## config.mk

```make
export PLATFORM = sky130hd
export DESIGN_NAME = sam_asic
export DESIGN_NICKNAME = d
export VERILOG_FILES = /design/src/sam_pkg.sv /design/src/sam_asic.sv /design/src/sam_audio_mix.sv /design/src/sam_mem_map.sv /design/src/sam_midi_tx.sv /design/src/sam_port_regs.sv
export SDC_FILE = /design/constraint.sdc
export NUM_CORES = 1
export LEC_CHECK = 0
export BUFFER_PORTS_ARGS = -buffer_cell sky130_fd_sc_hd__buf_2
export CORE_ASPECT_RATIO = 0.6
export CORE_MARGIN = 2
export CORE_UTILIZATION = 50
export DETAILED_ROUTE_END_ITERATION = 8
export GPL_TIMING_DRIVEN = 0
export HOLD_SLACK_MARGIN = 0.06
export PLACE_DENSITY = 0.84
export REMOVE_ABC_BUFFERS = 1
export SLEW_MARGIN = 20
export SYNTH_ARGS = -nofsm -noshare
export SYNTH_HDL_FRONTEND = slang
export SYNTH_SLANG_ARGS = --single-unit
```

## constraint.sdc

```tcl
create_clock -name clk_sys -period 3.2 [get_ports clk_sys]
set_input_delay 0.48 -clock clk_sys [delete_from_list [all_inputs] [get_ports clk_sys]]
set_output_delay 0.48 -clock clk_sys [all_outputs]
set_load 0.02 [all_outputs]
```

## src/sam_pkg.sv

```systemverilog
//======================================================================
// Shared definitions for the SAM Coupe ASIC I/O block
// Port numbers, MIDI timer constants, audio widths
// Bus, port write, paging and memory select structs
//======================================================================

package sam_pkg;

	//==================================================================
	// ASIC port numbers, decoded from addr[7:0]
	//==================================================================
	localparam logic [7:0] PORT_EXT_C    = 8'd128;
	localparam logic [7:0] PORT_EXT_D    = 8'd129;
	// SID extension port, no longer decoded by the ASIC
	localparam logic [7:0] PORT_SID      = 8'd212;
	localparam logic [7:0] PORT_LPT_DATA = 8'd232;
	localparam logic [7:0] PORT_LPT_STB  = 8'd233;
	localparam logic [7:0] PORT_STATUS   = 8'd249;
	localparam logic [7:0] PORT_LMPR     = 8'd250;
	localparam logic [7:0] PORT_HMPR     = 8'd251;
	localparam logic [7:0] PORT_MIDI     = 8'd253;
	localparam logic [7:0] PORT_BORDER   = 8'd254;

	// clk_sys cycles per 1 MHz tick
	localparam logic [6:0] TICK_1M_DIV      = 7'd96;
	// MIDI frame length and interrupt point, in 1 MHz ticks
	localparam logic [8:0] MIDI_FRAME_TICKS = 9'd319;
	localparam logic [8:0] MIDI_INT_TICK    = 9'd15;

	localparam int         AUDIO_SUM_W = 19;
	localparam int         AUDIO_OUT_W = 16;
	localparam logic [7:0] OPEN_BUS    = 8'hFF;

	//==================================================================
	// Bus structs
	//==================================================================
	// Z80 bus, strobes already active high
	typedef struct packed {
		logic [15:0] addr;
		logic [7:0]  wdata;
		logic        mreq;
		logic        iorq;
		logic        rd;
		logic        wr;
		logic        m1;
	} cpu_bus_t;

	// One port write, strobe lasts a single cycle
	typedef struct packed {
		logic       strobe;
		logic [7:0] port;
		logic [7:0] data;
	} io_write_t;

	typedef struct packed {
		logic [7:0] lmpr;
		logic [7:0] hmpr;
		logic [7:0] ext_c;
		logic [7:0] ext_d;
		logic       ext_dis;
	} page_regs_t;

	typedef struct packed {
		logic [8:0] ram_page;
		logic       rom0_sel;
		logic       rom1_sel;
		logic       ext_ena;
		logic       ram_we;
		logic       ram_rd;
		logic [1:0] rom_addr_hi;
	} mem_sel_t;

endpackage

```

## src/sam_asic.sv

```systemverilog
//======================================================================
// SAM Coupe ASIC I/O side, top level
// Port registers, paging map, MIDI timer and audio mixer
//======================================================================

`timescale 1ns/1ns

module sam_asic (
	input  logic                             clk_sys,
	input  logic                             reset,
	input  sam_pkg::cpu_bus_t                bus,
	input  logic                             ext_ram_off,
	input  logic [7:0]                       psg_l,
	input  logic [7:0]                       psg_r,
	output logic [7:0]                       rdata,
	output sam_pkg::mem_sel_t                mem,
	output logic                             midi_tx,
	output logic [sam_pkg::AUDIO_OUT_W-1:0]  audio_l,
	output logic [sam_pkg::AUDIO_OUT_W-1:0]  audio_r
);

	sam_pkg::io_write_t  io_wr;
	sam_pkg::page_regs_t page_regs;
	logic                ear;
	logic                int_midi;

	sam_port_regs u_port_regs (
		.clk_sys     (clk_sys),
		.reset       (reset),
		.bus         (bus),
		.ext_ram_off (ext_ram_off),
		.int_midi    (int_midi),
		.io_wr       (io_wr),
		.page_regs   (page_regs),
		.ear         (ear),
		.rdata       (rdata)
	);

	sam_mem_map u_mem_map (
		.bus       (bus),
		.page_regs (page_regs),
		.mem       (mem)
	);

	// 1 MHz tick unused at this level
	sam_midi_tx u_midi_tx (
		.clk_sys  (clk_sys),
		.reset    (reset),
		.io_wr    (io_wr),
		.midi_tx  (midi_tx),
		.int_midi (int_midi),
		.tick_1m  ()
	);

	sam_audio_mix u_audio_mix (
		.clk_sys (clk_sys),
		.reset   (reset),
		.io_wr   (io_wr),
		.ear     (ear),
		.psg_l   (psg_l),
		.psg_r   (psg_r),
		.audio_l (audio_l),
		.audio_r (audio_r)
	);

endmodule

```

## src/sam_audio_mix.sv

```systemverilog
//======================================================================
// Audio mixer
// Printer port DAC data register and left/right latches
// Sound chip, border beeper and DAC sum per channel
//======================================================================

`timescale 1ns/1ns

module sam_audio_mix (
	input  logic                              clk_sys,
	input  logic                              reset,
	input  sam_pkg::io_write_t                io_wr,
	input  logic                              ear,
	input  logic [7:0]                        psg_l,
	input  logic [7:0]                        psg_r,
	output logic [sam_pkg::AUDIO_OUT_W-1:0]   audio_l,
	output logic [sam_pkg::AUDIO_OUT_W-1:0]   audio_r
);

	logic [7:0]                      dac_data;
	logic [7:0]                      dac_l;
	logic [7:0]                      dac_r;
	logic                            old_stb;
	logic [sam_pkg::AUDIO_SUM_W-1:0] sum_l;
	logic [sam_pkg::AUDIO_SUM_W-1:0] sum_r;

	// psg*1028 + ear*131072 + dac*1028
	function automatic logic [sam_pkg::AUDIO_SUM_W-1:0] chan_sum(
		input logic [7:0] psg,
		input logic       beep,
		input logic [7:0] dac
	);
		logic [sam_pkg::AUDIO_SUM_W-1:0] psg_term;
		logic [sam_pkg::AUDIO_SUM_W-1:0] dac_term;
		logic [sam_pkg::AUDIO_SUM_W-1:0] ear_term;
		psg_term = {psg, psg, 2'b00};
		dac_term = {dac, dac, 2'b00};
		ear_term = {beep, 17'd0};
		return psg_term + ear_term + dac_term;
	endfunction

	//==================================================================
	// Printer port DAC
	//==================================================================
	always_ff @(posedge clk_sys) begin
		if (reset) begin
			dac_data <= 8'h00;
			dac_l    <= 8'h00;
			dac_r    <= 8'h00;
			old_stb  <= 1'b0;
		end else if (io_wr.strobe) begin
			if (io_wr.port == sam_pkg::PORT_LPT_DATA) begin
				dac_data <= io_wr.data;
			end
			if (io_wr.port == sam_pkg::PORT_LPT_STB) begin
				// Rising strobe feeds left, falling strobe feeds right
				if (~old_stb & io_wr.data[0]) dac_l <= dac_data;
				if (old_stb & ~io_wr.data[0]) dac_r <= dac_data;
				old_stb <= io_wr.data[0];
			end
		end
	end

	assign sum_l   = chan_sum(psg_l, ear, dac_l);
	assign sum_r   = chan_sum(psg_r, ear, dac_r);
	assign audio_l = sum_l[sam_pkg::AUDIO_SUM_W-1:3];
	assign audio_r = sum_r[sam_pkg::AUDIO_SUM_W-1:3];

endmodule

```

## src/sam_mem_map.sv

```systemverilog
//======================================================================
// Memory paging map
// RAM page from LMPR/HMPR or the external RAM registers
// ROM selects, write protect, RAM read and write enables
//======================================================================

`timescale 1ns/1ns

module sam_mem_map (
	input  sam_pkg::cpu_bus_t    bus,
	input  sam_pkg::page_regs_t  page_regs,
	output sam_pkg::mem_sel_t    mem
);

	logic [1:0] quarter;
	logic       rom0_sel;
	logic       rom1_sel;
	logic       ram_wp;
	logic       ext_ram;
	logic       ext_ena;
	logic [4:0] page_base;
	logic [8:0] ram_page;

	assign quarter = bus.addr[15:14];

	// ROM0 in the bottom quarter unless paged out, ROM1 in the top quarter
	assign rom0_sel = ~page_regs.lmpr[5] & (quarter == 2'd0);
	assign rom1_sel = page_regs.lmpr[6] & (quarter == 2'd3);
	assign ram_wp   = page_regs.lmpr[7] & (quarter == 2'd0);

	// Upper 32K maps to external RAM when HMPR bit 7 is set
	assign ext_ram = page_regs.hmpr[7] & bus.addr[15];
	assign ext_ena = ~(ext_ram & page_regs.ext_dis);

	// Lower half pages from LMPR, upper half from HMPR
	assign page_base = bus.addr[15] ? page_regs.hmpr[4:0] : page_regs.lmpr[4:0];

	always_comb begin
		if (ext_ram) begin
			ram_page = {1'b1, bus.addr[14] ? page_regs.ext_d : page_regs.ext_c};
		end else begin
			// Odd quarter takes the following page
			ram_page = {4'b0000, page_base} + {8'h00, bus.addr[14]};
		end
	end

	always_comb begin
		mem.ram_page = ram_page;
		mem.rom0_sel = rom0_sel;
		mem.rom1_sel = rom1_sel;
		mem.ext_ena  = ext_ena;
		mem.ram_we   = bus.mreq & bus.wr & ext_ena & ~(rom0_sel | rom1_sel | ram_wp);
		mem.ram_rd   = bus.mreq & bus.rd & ~(rom0_sel | rom1_sel);
		// ROM address bit 15 and the bank in use
		mem.rom_addr_hi = {bus.addr[15], rom1_sel};
	end

endmodule

```

## src/sam_midi_tx.sv

```systemverilog
//======================================================================
// MIDI transmit timer
// 1 MHz tick prescaler
// Pending write flag, frame timer, midi_tx and interrupt flag
//======================================================================

`timescale 1ns/1ns

module sam_midi_tx (
	input  logic                clk_sys,
	input  logic                reset,
	input  sam_pkg::io_write_t  io_wr,
	output logic                midi_tx,
	output logic                int_midi,
	output logic                tick_1m
);

	logic [$bits(sam_pkg::TICK_1M_DIV)-1:0]      div;
	logic [$bits(sam_pkg::MIDI_FRAME_TICKS)-1:0] timer;
	logic [$bits(sam_pkg::MIDI_FRAME_TICKS)-1:0] timer_dec;
	logic                                        pending;
	logic                                        midi_wr;

	//==================================================================
	// Prescaler, one tick every TICK_1M_DIV cycles
	//==================================================================
	always_ff @(posedge clk_sys) begin
		if (reset) begin
			div     <= '0;
			tick_1m <= 1'b0;
		end else begin
			tick_1m <= (div == sam_pkg::TICK_1M_DIV - 7'd1);
			if (div == sam_pkg::TICK_1M_DIV - 7'd1) begin
				div <= '0;
			end else begin
				div <= div + 1'b1;
			end
		end
	end

	//==================================================================
	// Frame timer
	//==================================================================
	assign midi_wr   = io_wr.strobe & (io_wr.port == sam_pkg::PORT_MIDI);
	assign timer_dec = timer - 1'b1;

	always_ff @(posedge clk_sys) begin
		if (reset) begin
			pending  <= 1'b0;
			timer    <= '0;
			midi_tx  <= 1'b0;
			int_midi <= 1'b0;
		end else begin
			if (tick_1m) begin
				if (timer != '0) begin
					timer <= timer_dec;
					// Interrupt as the count passes into the last ticks
					if (timer_dec == sam_pkg::MIDI_INT_TICK) begin
						int_midi <= 1'b1;
					end
				end else begin
					midi_tx  <= 1'b0;
					int_midi <= 1'b0;
					if (pending) begin
						midi_tx <= 1'b1;
						timer   <= sam_pkg::MIDI_FRAME_TICKS;
						pending <= 1'b0;
					end
				end
			end

			// A write on the same cycle as a frame start queues the next one
			if (midi_wr) begin
				pending <= 1'b1;
			end
		end
	end

endmodule

```

## src/sam_port_regs.sv

```systemverilog
//======================================================================
// ASIC port registers
// Port write edge detection and the one-cycle write event
// LMPR, HMPR, border and external RAM page registers
// Port read multiplexer
//======================================================================

`timescale 1ns/1ns

module sam_port_regs (
	input  logic                 clk_sys,
	input  logic                 reset,
	input  sam_pkg::cpu_bus_t    bus,
	input  logic                 ext_ram_off,
	input  logic                 int_midi,
	output sam_pkg::io_write_t   io_wr,
	output sam_pkg::page_regs_t  page_regs,
	output logic                 ear,
	output logic [7:0]           rdata
);

	logic       wr_cond;
	logic       wr_cond_q;
	logic       wr_edge;
	logic       wr_stb;
	logic [7:0] wr_port;
	logic [7:0] wr_data;
	logic       rd_cond;

	logic [7:0] lmpr;
	logic [7:0] hmpr;
	logic [7:0] border;
	logic [7:0] ext_c;
	logic [7:0] ext_d;
	logic       ext_dis;

	//==================================================================
	// Write event
	//==================================================================
	assign wr_cond = bus.iorq & bus.wr & bus.m1;
	assign wr_edge = wr_cond & ~wr_cond_q;

	always_ff @(posedge clk_sys) begin
		if (reset) begin
			wr_cond_q <= 1'b0;
			wr_stb    <= 1'b0;
		end else begin
			wr_cond_q <= wr_cond;
			wr_stb    <= wr_edge;
		end
	end

	// Port and data captured with the edge, held until the next write
	always_ff @(posedge clk_sys) begin
		if (wr_edge) begin
			wr_port <= bus.addr[7:0];
			wr_data <= bus.wdata;
		end
	end

	assign io_wr = '{strobe: wr_stb, port: wr_port, data: wr_data};

	//==================================================================
	// ASIC registers
	//==================================================================
	always_ff @(posedge clk_sys) begin
		if (reset) begin
			lmpr    <= 8'h00;
			hmpr    <= 8'h00;
			border  <= 8'h00;
			ext_c   <= 8'h00;
			ext_d   <= 8'h00;
			ext_dis <= ext_ram_off;
		end else if (io_wr.strobe) begin
			case (io_wr.port)
				sam_pkg::PORT_LMPR:   lmpr   <= io_wr.data;
				sam_pkg::PORT_HMPR:   hmpr   <= io_wr.data;
				sam_pkg::PORT_BORDER: border <= io_wr.data;
				sam_pkg::PORT_EXT_C:  ext_c  <= io_wr.data;
				sam_pkg::PORT_EXT_D:  ext_d  <= io_wr.data;
				default: ;
			endcase
		end
	end

	assign page_regs = '{
		lmpr:    lmpr,
		hmpr:    hmpr,
		ext_c:   ext_c,
		ext_d:   ext_d,
		ext_dis: ext_dis
	};

	// Beeper output bit of the border port
	assign ear = border[4];

	//==================================================================
	// Read multiplexer
	//==================================================================
	assign rd_cond = bus.iorq & bus.rd & bus.m1;

	always_comb begin
		rdata = sam_pkg::OPEN_BUS;
		if (rd_cond) begin
			case (bus.addr[7:0])
				// Line, frame and key bits read as inactive
				sam_pkg::PORT_STATUS:   rdata = {3'b111, ~int_midi, 4'b1111};
				sam_pkg::PORT_LMPR:     rdata = lmpr;
				sam_pkg::PORT_HMPR:     rdata = hmpr;
				sam_pkg::PORT_LPT_DATA,
				sam_pkg::PORT_LPT_STB:  rdata = 8'h00;
				default:                rdata = sam_pkg::OPEN_BUS;
			endcase
		end
	end

endmodule
```

# Yosys cells after proc, flatten, opt, wreduce, memory -nomap -nowiden
# Index checks and enable logic that the tools add are counted.
[word_totals]
ram_bits = 0
reg_bits = 101
input_bits = 48
latch_bits = 0
out_inout_bits = 57
romBits = 0
mem_count = 0
[classes]
muxes = 13
n_reduce_logical = 19
n_bitwise = 29
multipliers = 0
n_eq_ne = 18
shifts = 0
add_sub_neg = 7
div = 0
n_lt_le_gt_ge = 0
[ops]
columns = ["op", "count"]
rows = [
  ["$eq A8 B8 Y1 const B", 13],
  ["$add A18 B18 Y19", 2],
  ["$add A19 B18 Y19", 2],
  ["$pmux W8 S4", 1],
  ["$mux W9", 3],
  ["$reduce_and A2 Y1", 11],
  ["$and A1 B1 Y1", 18],
  ["$mux W8", 2],
  ["$eq A9 B4 Y1 const B", 1],
  ["$not A1 Y1", 9],
  ["$reduce_bool A9 Y1", 1],
  ["$sub A9 B1 Y9 const B", 1],
  ["$add A7 B1 Y7 const B", 1],
  ["$eq A7 B7 Y1 const B", 1],
  ["$add A5 B1 Y6", 1],
  ["$mux W1", 6],
  ["$reduce_and A3 Y1", 2],
  ["$mux W5", 1],
  ["$reduce_bool A2 Y1", 2],
  ["$reduce_or A2 Y1", 2],
  ["$eq A2 B2 Y1 const B", 1],
  ["$logic_not A2 Y1", 1],
  ["$ne A2 B1 Y1 const B", 1],
  ["$ne A2 B2 Y1 const B", 1],
  ["$or A1 B1 Y1", 2],
]

# Longest topological paths before layout
# Gate-level depths: netlist (run 1).
[depth]
ltp_word = 6
depth_mapped = 9
ltp_nobuf = 9

# Cells and area by module
# A second synthesis (run 1) with hierarchy kept.
[hier_totals]
cells_unflattened = 623
area_unflattened_um2 = 5955.7
[modules_own_cells]
columns = ["module", "cells_each", "seq_area_each_um2", "area_each_um2", "instances"]
rows = [
  ["sam_audio_mix", 273, 500.5, 2364.8, 1],
  ["sam_port_regs", 170, 1211.2, 2117.0, 1],
  ["sam_midi_tx", 121, 400.4, 1011.0, 1],
  ["sam_mem_map", 59, 0.0, 462.9, 1],
]

# Worst setup path after synthesis (run 1)
# OpenSTA, ideal clock, no wires.
[synth_path]
path_kind = "input to output"
from = "input port psg_r[1]"
to = "output port audio_r[8] (netlist bit)"
arrival_ps = 2374
stages = 7
setup_slack_ps = 346
path_cell_list = "ha_1 > ha_1 > fa_1 > a21o_1 > a21oi_1 > o21ai_0 > xnor2_1"
[synth_via]
elab_chain_cells = 2
[synth_lines]
columns = ["item", "line_no", "text"]
rows = [
  ["from (decl)", "sam_asic.sv:14", "input logic [7:0] psg_r,"],
  ["$add A18 B18 Y19", "sam_audio_mix.sv:39", "return psg_term + ear_term + dac_term;"],
  ["$add A19 B18 Y19", "sam_audio_mix.sv:39", ""],
  ["to (decl)", "sam_asic.sv:19", "output logic [sam_pkg::AUDIO_OUT_W-1:0] audio_r"],
]
# No other way between the ends.

# Worst setup path in the final report (run 1)
[layout_path]
from = "register u_audio_mix.dac_r[5]"
to = "output port audio_r[15] (netlist bit)"
[layout_via]
elab_chain_cells = 1
[layout_lines]
columns = ["item", "line_no", "text"]
rows = [
  ["from (decl)", "sam_audio_mix.sv:22", "logic [7:0] dac_r;"],
  ["from (signal assigned)", "sam_audio_mix.sv:58", "if (old_stb & ~io_wr.data[0]) dac_r <= dac_data;"],
  ["$add A19 B18 Y19", "sam_audio_mix.sv:39", ""],
]
# No other way between the ends.

==> results.py, run 1 <==
metrics = {
    "status": {
        "outcome": "complete, no violations",
    },
    "grt": {
        "grt-busiest-layer": "met2",
        "grt_pass1_wl_mm": 23.2,
        "grt.met3_usage_pct": 4.64,
        "grt_usage_pct": 23.8,
        "antenna_found_initial": 0,
        "grt_use_met2_pct": 36.9,
        "grt_overflow_total": 0,
        "grt_util_met1_pct": 34.3,
        "grt_max_degree": 79,
        "grt_pass1_vias": 4643,
    },
    "drt": {
        "dr.pass1.iters": 5,
        "vias": 4832,
        "drt_wl_total_mm": 14.0,
        "vias_per_cell": 5.77,
        "drc": 0,
        "post_drt_wl_per_cell_um": 16.7,
        "drt-initial-drc-count": 437,
        "ant_nets": 0,
    },
    "placed_design": {
        "dpl.hpwl_mm": 10.5,
        "gp_congestion": 0.923,
        "io_buffers": 98,
        "dp_slack_ns": 0.0604,
    },
    "setup_path": {
        "worst_ep_arrival_time_ns": 2.60,
        "critPathLaunchType": "register",
        "critPathMaxFanout": 9,
        "cp-end-kind": "output port",
        "crit_type": "reg -> out",
        "crit_required_ns": 2.72,
    },
    "yosys": {
        "synth_top_area_share_pct": 28.4,
        "yosysTopAreaCell": "dfxtp_1",
        "yosys_most_used_dff": "dfxtp_1",
        "ys_top_cells_by_area": "dfxtp_1 28%, mux2i_1 12%, edfxtp_1 9.1%",
        "async_reset_ff_share_pct": 0,
        "synth_seq_cells": 97,
        "ys_warn_count": 0,
        "synthDistinctLibCells": 55,
        "synth-edff-count": 17,
        "syn_area_um2": 5630,
        "synthCells": 620,
        "yosysSeqAreaShare_pct": 37.5,
        "synth.avg_cell_area_um2": 9.08,
    },
    "die": {
        "rows": 29,
        "coreArea_um2": 10800,
        "chipHeight_um": 86.2,
        "initial_core_util_pct": 52.3,
        "dieWidth_um": 141,
        "io_pins": 105,
        "dieArea_um2": 12200,
    },
    "timing": {
        "relSlewSlack_pct": 39.0,
        "worstMarginPinSlew_ns": 0.914,
        "fin_skew_ns": 0.00835,
        "drv_slew": 0,
        "rsz0062_at_grt": "false",
        "layout_setup_ws_ns": 0.124,
        "finalSetupViolCount": 0,
        "post-route-min-period_ns": 3.08,
        "max_freq_mhz": 325,
        "fin_tns_setup_ns": 0,
        "finalCritPeriodShare_pct": 96.1,
        "hold_violations": 0,
    },
    "cts": {
        "tritoncts": "done",
        "cts.path.max_buffers": 2,
        "cts.repair.resized": 2,
        "clock_latency_ns": 0.35,
        "clkSinkCount": 97,
        "post_cts_hold_buffer_count": 0,
        "cts_buffers": 9,
        "h-tree-depth": 3,
        "clk_pin_slew_worst_paths_ns": 0.07,
        "postCtsSetupBuffers": 0,
        "clockRootBuffer": "clkbuf_16",
    },
    "layout": {
        "drive_gt1_share_pct": 19.5,
        "diodes": 0,
        "area_growth_pct": 14.8,
        "nets": 784,
        "fillCellCount": 908,
    },
    "power": {
        "p_leak_uw": 0.00300,
        "peakVddDrop_mv": 0.306,
        "power_density_nw_per_um2": 391,
    },
    "worst_hold_path": {
        "hold_class": "in -> reg",
    },
    "run": {
        "drv_cap": 0,
    },
}
==> flip-flops by register name, summed over array words and instances (netlist names), 7 cells and up <==
name,cells
u_port_regs.ext_d,8
u_port_regs.lmpr,8
u_audio_mix.dac_data,8
u_port_regs.hmpr,8
u_midi_tx.div,7
u_port_regs.ext_c,8
u_port_regs.wr_port,8
u_audio_mix.dac_l,8
u_port_regs.wr_data,8
u_midi_tx.timer,9
u_audio_mix.dac_r,8
==> worst max-delay path, cell delays in order (launching register included) <==
cell and delay [ns]:
dfxtp_1 0.32, ha_1 0.28, ha_1 0.49, a21o_1 0.31, nand3_1 0.11, a21oi_1 0.21, o21ai_0 0.15, xnor2_1 0.18
buf_2 0.19
==> final timing paths <==
kind	from	to	slack [ns]	depth (start not counted)
worst min register to register	u_port_regs.wr_cond_q$_SDFF_PP0_	u_port_regs.wr_stb$_SDFF_PP0_	0.44	1
worst min-delay path	bus[12]	u_port_regs.wr_data[7]$_DFFE_PP_	0.30	1
worst max register to register	u_port_regs.wr_port[2]$_DFFE_PP_	u_audio_mix.dac_l[0]$_SDFFE_PP0P_	1.01	5
worst max-delay path	u_audio_mix.dac_r[5]$_SDFFE_PP0P_	audio_r[15]	0.12	8
==> routing by layer <==
layer / part of all wire, % / wire [um]
met1: 48 / 6750
met5: 0 / 0
met4: 1.0 / 147
met2: 45 / 6260
met3: 6.2 / 875
==> area by class of cell <==
| cell class | count | area [um2] | share of cell area, % |
|---|---|---|---|
| inverters | 13 | 48.8 | 0.755 |
| repair buffers | 98 | 493 | 7.63 |
| clock inverters | 5 | 32.5 | 0.503 |
| clock buffers | 11 | 254 | 3.93 |
| flip-flops and latches | 97 | 2110 | 32.7 |
| multi-input cells | 475 | 3350 | 51.8 |
| well taps | 139 | 174 | 2.69 |
==> logic make-up (layout without fill, tap and decap cells) <==
kind of cell               after synthesis  in the layout  share of synthesized area (%)
DFF                                     97             97                           37.5
buffers and inverters                   48            127                           3.84
and+or+nand+nor                        215            215                           17.9
AOI/OAI and AO/OA                      109            109                           12.2
muxes                                   73             73                           13.0
xor gates and xnor gates                36             36                           5.60
adders and majority gates               42             42                           9.86
==> Yosys cell counts (3+ instances only) <==
cell type and instances:
fa_1 4, a21oi_1 33, ha_1 38, a211oi_1 6
o21a_1 5, dfxtp_1 80, a31oi_1 7, xor2_1 16
nand3b_1 3, mux2_2 3, nand4_1 9, a22oi_1 7
nand2b_1 5, edfxtp_1 17, o21ai_0 19, o21bai_1 6
xnor2_1 20, buf_4 6, a21o_1 12, o211ai_1 3
nand4b_1 3, nor3_1 11, nor2_1 103, buf_2 5
and3_1 5, nand3_1 17, nand2_1 40, clkbuf_1 21
mux2i_1 70, inv_1 13
==> power breakdown <==
group          internal [uW]  switching, uW
Combinational           75.1            137
Clock                    577            471
Sequential              1250           10.9
==> cells in the final DEF (no fill, tap or decap), drive strengths merged, types with 3 or more instances in the layout <==
cell type  instances
nor2             103
buf               98
dfxtp             80
mux2i             70
nand2             41
ha                38
a21oi             33
xnor2             20
o21ai             19
nand3             17
edfxtp            17
inv               17
xor2              16
nor3              14
a21o              12
clkbuf            11
nand4             10
a31oi              7
a22oi              7
o21bai             6
a211oi             6
nand2b             5
o21a               5
and3               5
fa                 4
nand3b             3
o211ai             3
mux2               3
nand4b             3
nor4               3
==> stage by stage <==
stage	std cells	hold slack, ns	util [%]	power (uW)	cell area [um2]
finish	838	0.305	60.0	2530	6460
global route	838	0.298	60.0	2600	6460
CTS	838	0.300	59.6	2530	6430
detailed placement	822	0.432	56.9	1500	6130
global placement	822	0.406	56.9	1490	6130
floorplan	585	0.398	-	1400	5460
Power figures use the tool's default switching activity.
==> inputs of run 2 (changes only) <==
- REMOVE_ABC_BUFFERS: 1 -> default
==> run 2 against run 1 <==
Compared with the run above: clock power fell by 5%; design area rose by 2.2%; highest routed layer unchanged; total power fell by 1.7%; routed wire length rose by 3.8%; sequential cell count did not move; critical path type unchanged.
==> results.py, run 2 (synthesis gave the netlist of run 1 again) <==
metrics = {
    "cts": {
        "clock_latency_ns": 0.35,
        "clk_pin_slew_worst_paths_ns": 0.07,
        "cts.path.max_buffers": 2,
        "tritoncts": "done",
        "clkSinkCount": 97,
        "cts_buffers": 9,
        "post_cts_hold_buffer_count": 0,
        "h-tree-depth": 3,
        "clockRootBuffer": "clkbuf_16",
    },
    "placed_design": {
        "dpl.hpwl_mm": 11.3,
        "io_buffers": 98,
        "gp_congestion": 0.918,
    },
    "power": {
        "power.share.switching_pct": 25.0,
        "seqPwrFrac_pct": 50.9,
        "power_density_nw_per_um2": 376,
        "p_int_uw": 1860,
        "p_leak_uw": 0.00307,
        "combPwrFrac_pct": 8.9,
        "p_clk_share_pct": 40.2,
        "peakVddDrop_mv": 0.305,
        "power_switching_uw": 620,
    },
    "setup_path": {
        "rr_endpoint": "u_port_regs.ext_c[1]$_SDFFE_PP0P_",
        "cp-end-kind": "output port",
        "r2r_start": "u_port_regs.wr_port[3]$_DFFE_PP_",
        "crit_type": "reg -> out",
        "crit_slowest_cell": "dfxtp_1",
        "crit_buf_inv": 2,
        "worst_ep_arrival_time_ns": 2.57,
        "crit_required_ns": 2.72,
        "regToRegSetupSlack_ns": 1.20,
        "path_delay_family": "adder cells",
        "reg2reg_depth": 5,
        "critPathMaxFanout": 7,
        "slowest_delay_ns": 0.32,
        "crit_chain": "ha_1, ha_1, clkbuf_1, and3_1, and2_1, o21ai_0, o21ai_0, xor2_1, buf_2",
        "critPathLaunchType": "register",
    },
    "layout": {
        "nets": 815,
        "largest_register_ffs": 9,
        "diodes": 0,
        "regMostFlops": "u_midi_tx.timer",
        "drive_gt1_share_pct": 20.1,
        "area_growth_pct": 17.3,
        "fin_util_pct": 61.3,
        "final_cell_mix": "102 x nor2_1, 102 x buf_2, 80 x dfxtp_1",
    },
    "timing": {
        "finalSetupViolCount": 0,
        "rsz0062_at_grt": "true",
        "relSlewSlack_pct": 36.3,
        "worstMarginPinSlew_ns": 0.954,
        "hold_violations": 0,
        "max_freq_mhz": 328,
        "drv_slew": 0,
        "fin_skew_ns": 0.00810,
        "post-route-min-period_ns": 3.05,
        "finalCritPeriodShare_pct": 95.4,
        "fin_tns_setup_ns": 0,
    },
    "die": {
        "io_pins": 105,
        "initial_core_util_pct": 52.3,
        "rows": 29,
        "coreArea_um2": 10800,
        "chipHeight_um": 86.2,
        "dieWidth_um": 141,
        "dieArea_um2": 12200,
    },
    "drt": {
        "dr.pass1.iters": 5,
        "vias_per_cell": 5.74,
        "drc": 0,
        "vias": 4984,
        "ant_nets": 0,
        "drt_wl_total_mm": 14.6,
        "post_drt_wl_per_cell_um": 16.8,
        "drt-initial-drc-count": 356,
    },
    "status": {
        "outcome": "complete, no violations",
    },
    "grt": {
        "antenna_found_initial": 0,
        "grt_overflow_total": 0,
        "grt_max_degree": 17,
        "grt_pass1_vias": 4723,
        "grt_usage_pct": 23.8,
        "grt_pass1_wl_mm": 23.0,
    },
    "worst_hold_path": {
        "holdPathStages": 1,
        "hold_start": "bus[10]",
        "hold_class": "in -> reg",
        "holdPathEnd": "u_port_regs.wr_data[5]$_DFFE_PP_",
    },
    "yosys": {
        "syn-num-nets": 710,
    },
    "run": {
        "drv_cap": 0,
    },
}
run 2: cell types whose count changed in the layout (fill, tap and decap cells not counted), sizes merged:
cell / before / now
buf: 98 / 112
clkbuf: 11 / 27
clkinv: 1 / 3
clkinvlp: 0 / 1
inv: 17 / 15
run 2: power groups by stage:
stage / clock [uW] / sequential, uW / combinational [uW]
after floorplan: 0 / 1290 / 134
final: 997 / 1260 / 221
after CTS: 1010 / 1260 / 218
after global placement: 0 / 1290 / 213
after global routing: 1060 / 1260 / 241
after detailed placement: 0 / 1290 / 217
run 2: how the worst max path moves through the flow:
| stage | from | end | slack [ns] | depth (start not counted) |
|---|---|---|---|---|
| 4_1_cts | u_audio_mix.dac_l[5]$_SDFFE_PP0P_ | audio_l[15] | 0.0004 | 9 |
| 3_3_place_gp | psg_l[5] | audio_l[15] | 0.04 | 10 |
| 5_1_grt | u_audio_mix.dac_l[6]$_SDFFE_PP0P_ | audio_l[15] | -0.05 | 9 |
| 3_5_place_dp | psg_r[1] | audio_r[12] | 0.07 | 9 |
| 6_report | u_audio_mix.dac_l[0]$_SDFFE_PP0P_ | audio_l[15] | 0.15 | 9 |
| 2_1_floorplan | psg_r[1] | audio_r[8] | 0.35 | 7 |
run 2: final cells by class:
type                       count  area [um2]
multi-input combinational    475        3350
fill                         882        4170
sequential                    97        2110
buffer                        30         153
clock buffer                  10         229
timing repair buffer          99         498
clock inverter                 6        42.5
tap                          139         174
inverter                      13        48.8
run 2: per-stage QoR:
stage               hold WS (ns)  instances  total power [uW]  area (um2)  setup WS [ns]
floorplan                  0.398        620              1420        5630          0.346
global placement           0.402        857              1500        6300         0.0433
detailed placement         0.441        857              1510        6300         0.0741
CTS                        0.299        872              2490        6570       0.000417
global route               0.293        869              2570        6610        -0.0469
finish                     0.303        869              2480        6610          0.147
run 2: timing repair:
item                       in CTS  in global routing
setup buffers                   0                  1
resized for setup               1                 12
setup endpoints to repair       2                  9
pin swaps                       0                  1
run 2: per-layer routing:
metal | part of all wire (%) | wire [um] | vias up | global-route usage [%]
met5 | 0 | 0 | - | 0
met1 | 49 | 7080 | 2368 | 33.2
met3 | 6.3 | 924 | 24 | 5.80
li1 | - | - | 2416 | -
met2 | 44 | 6340 | 176 | 37.1
met4 | 1.5 | 222 | 0 | 6.55
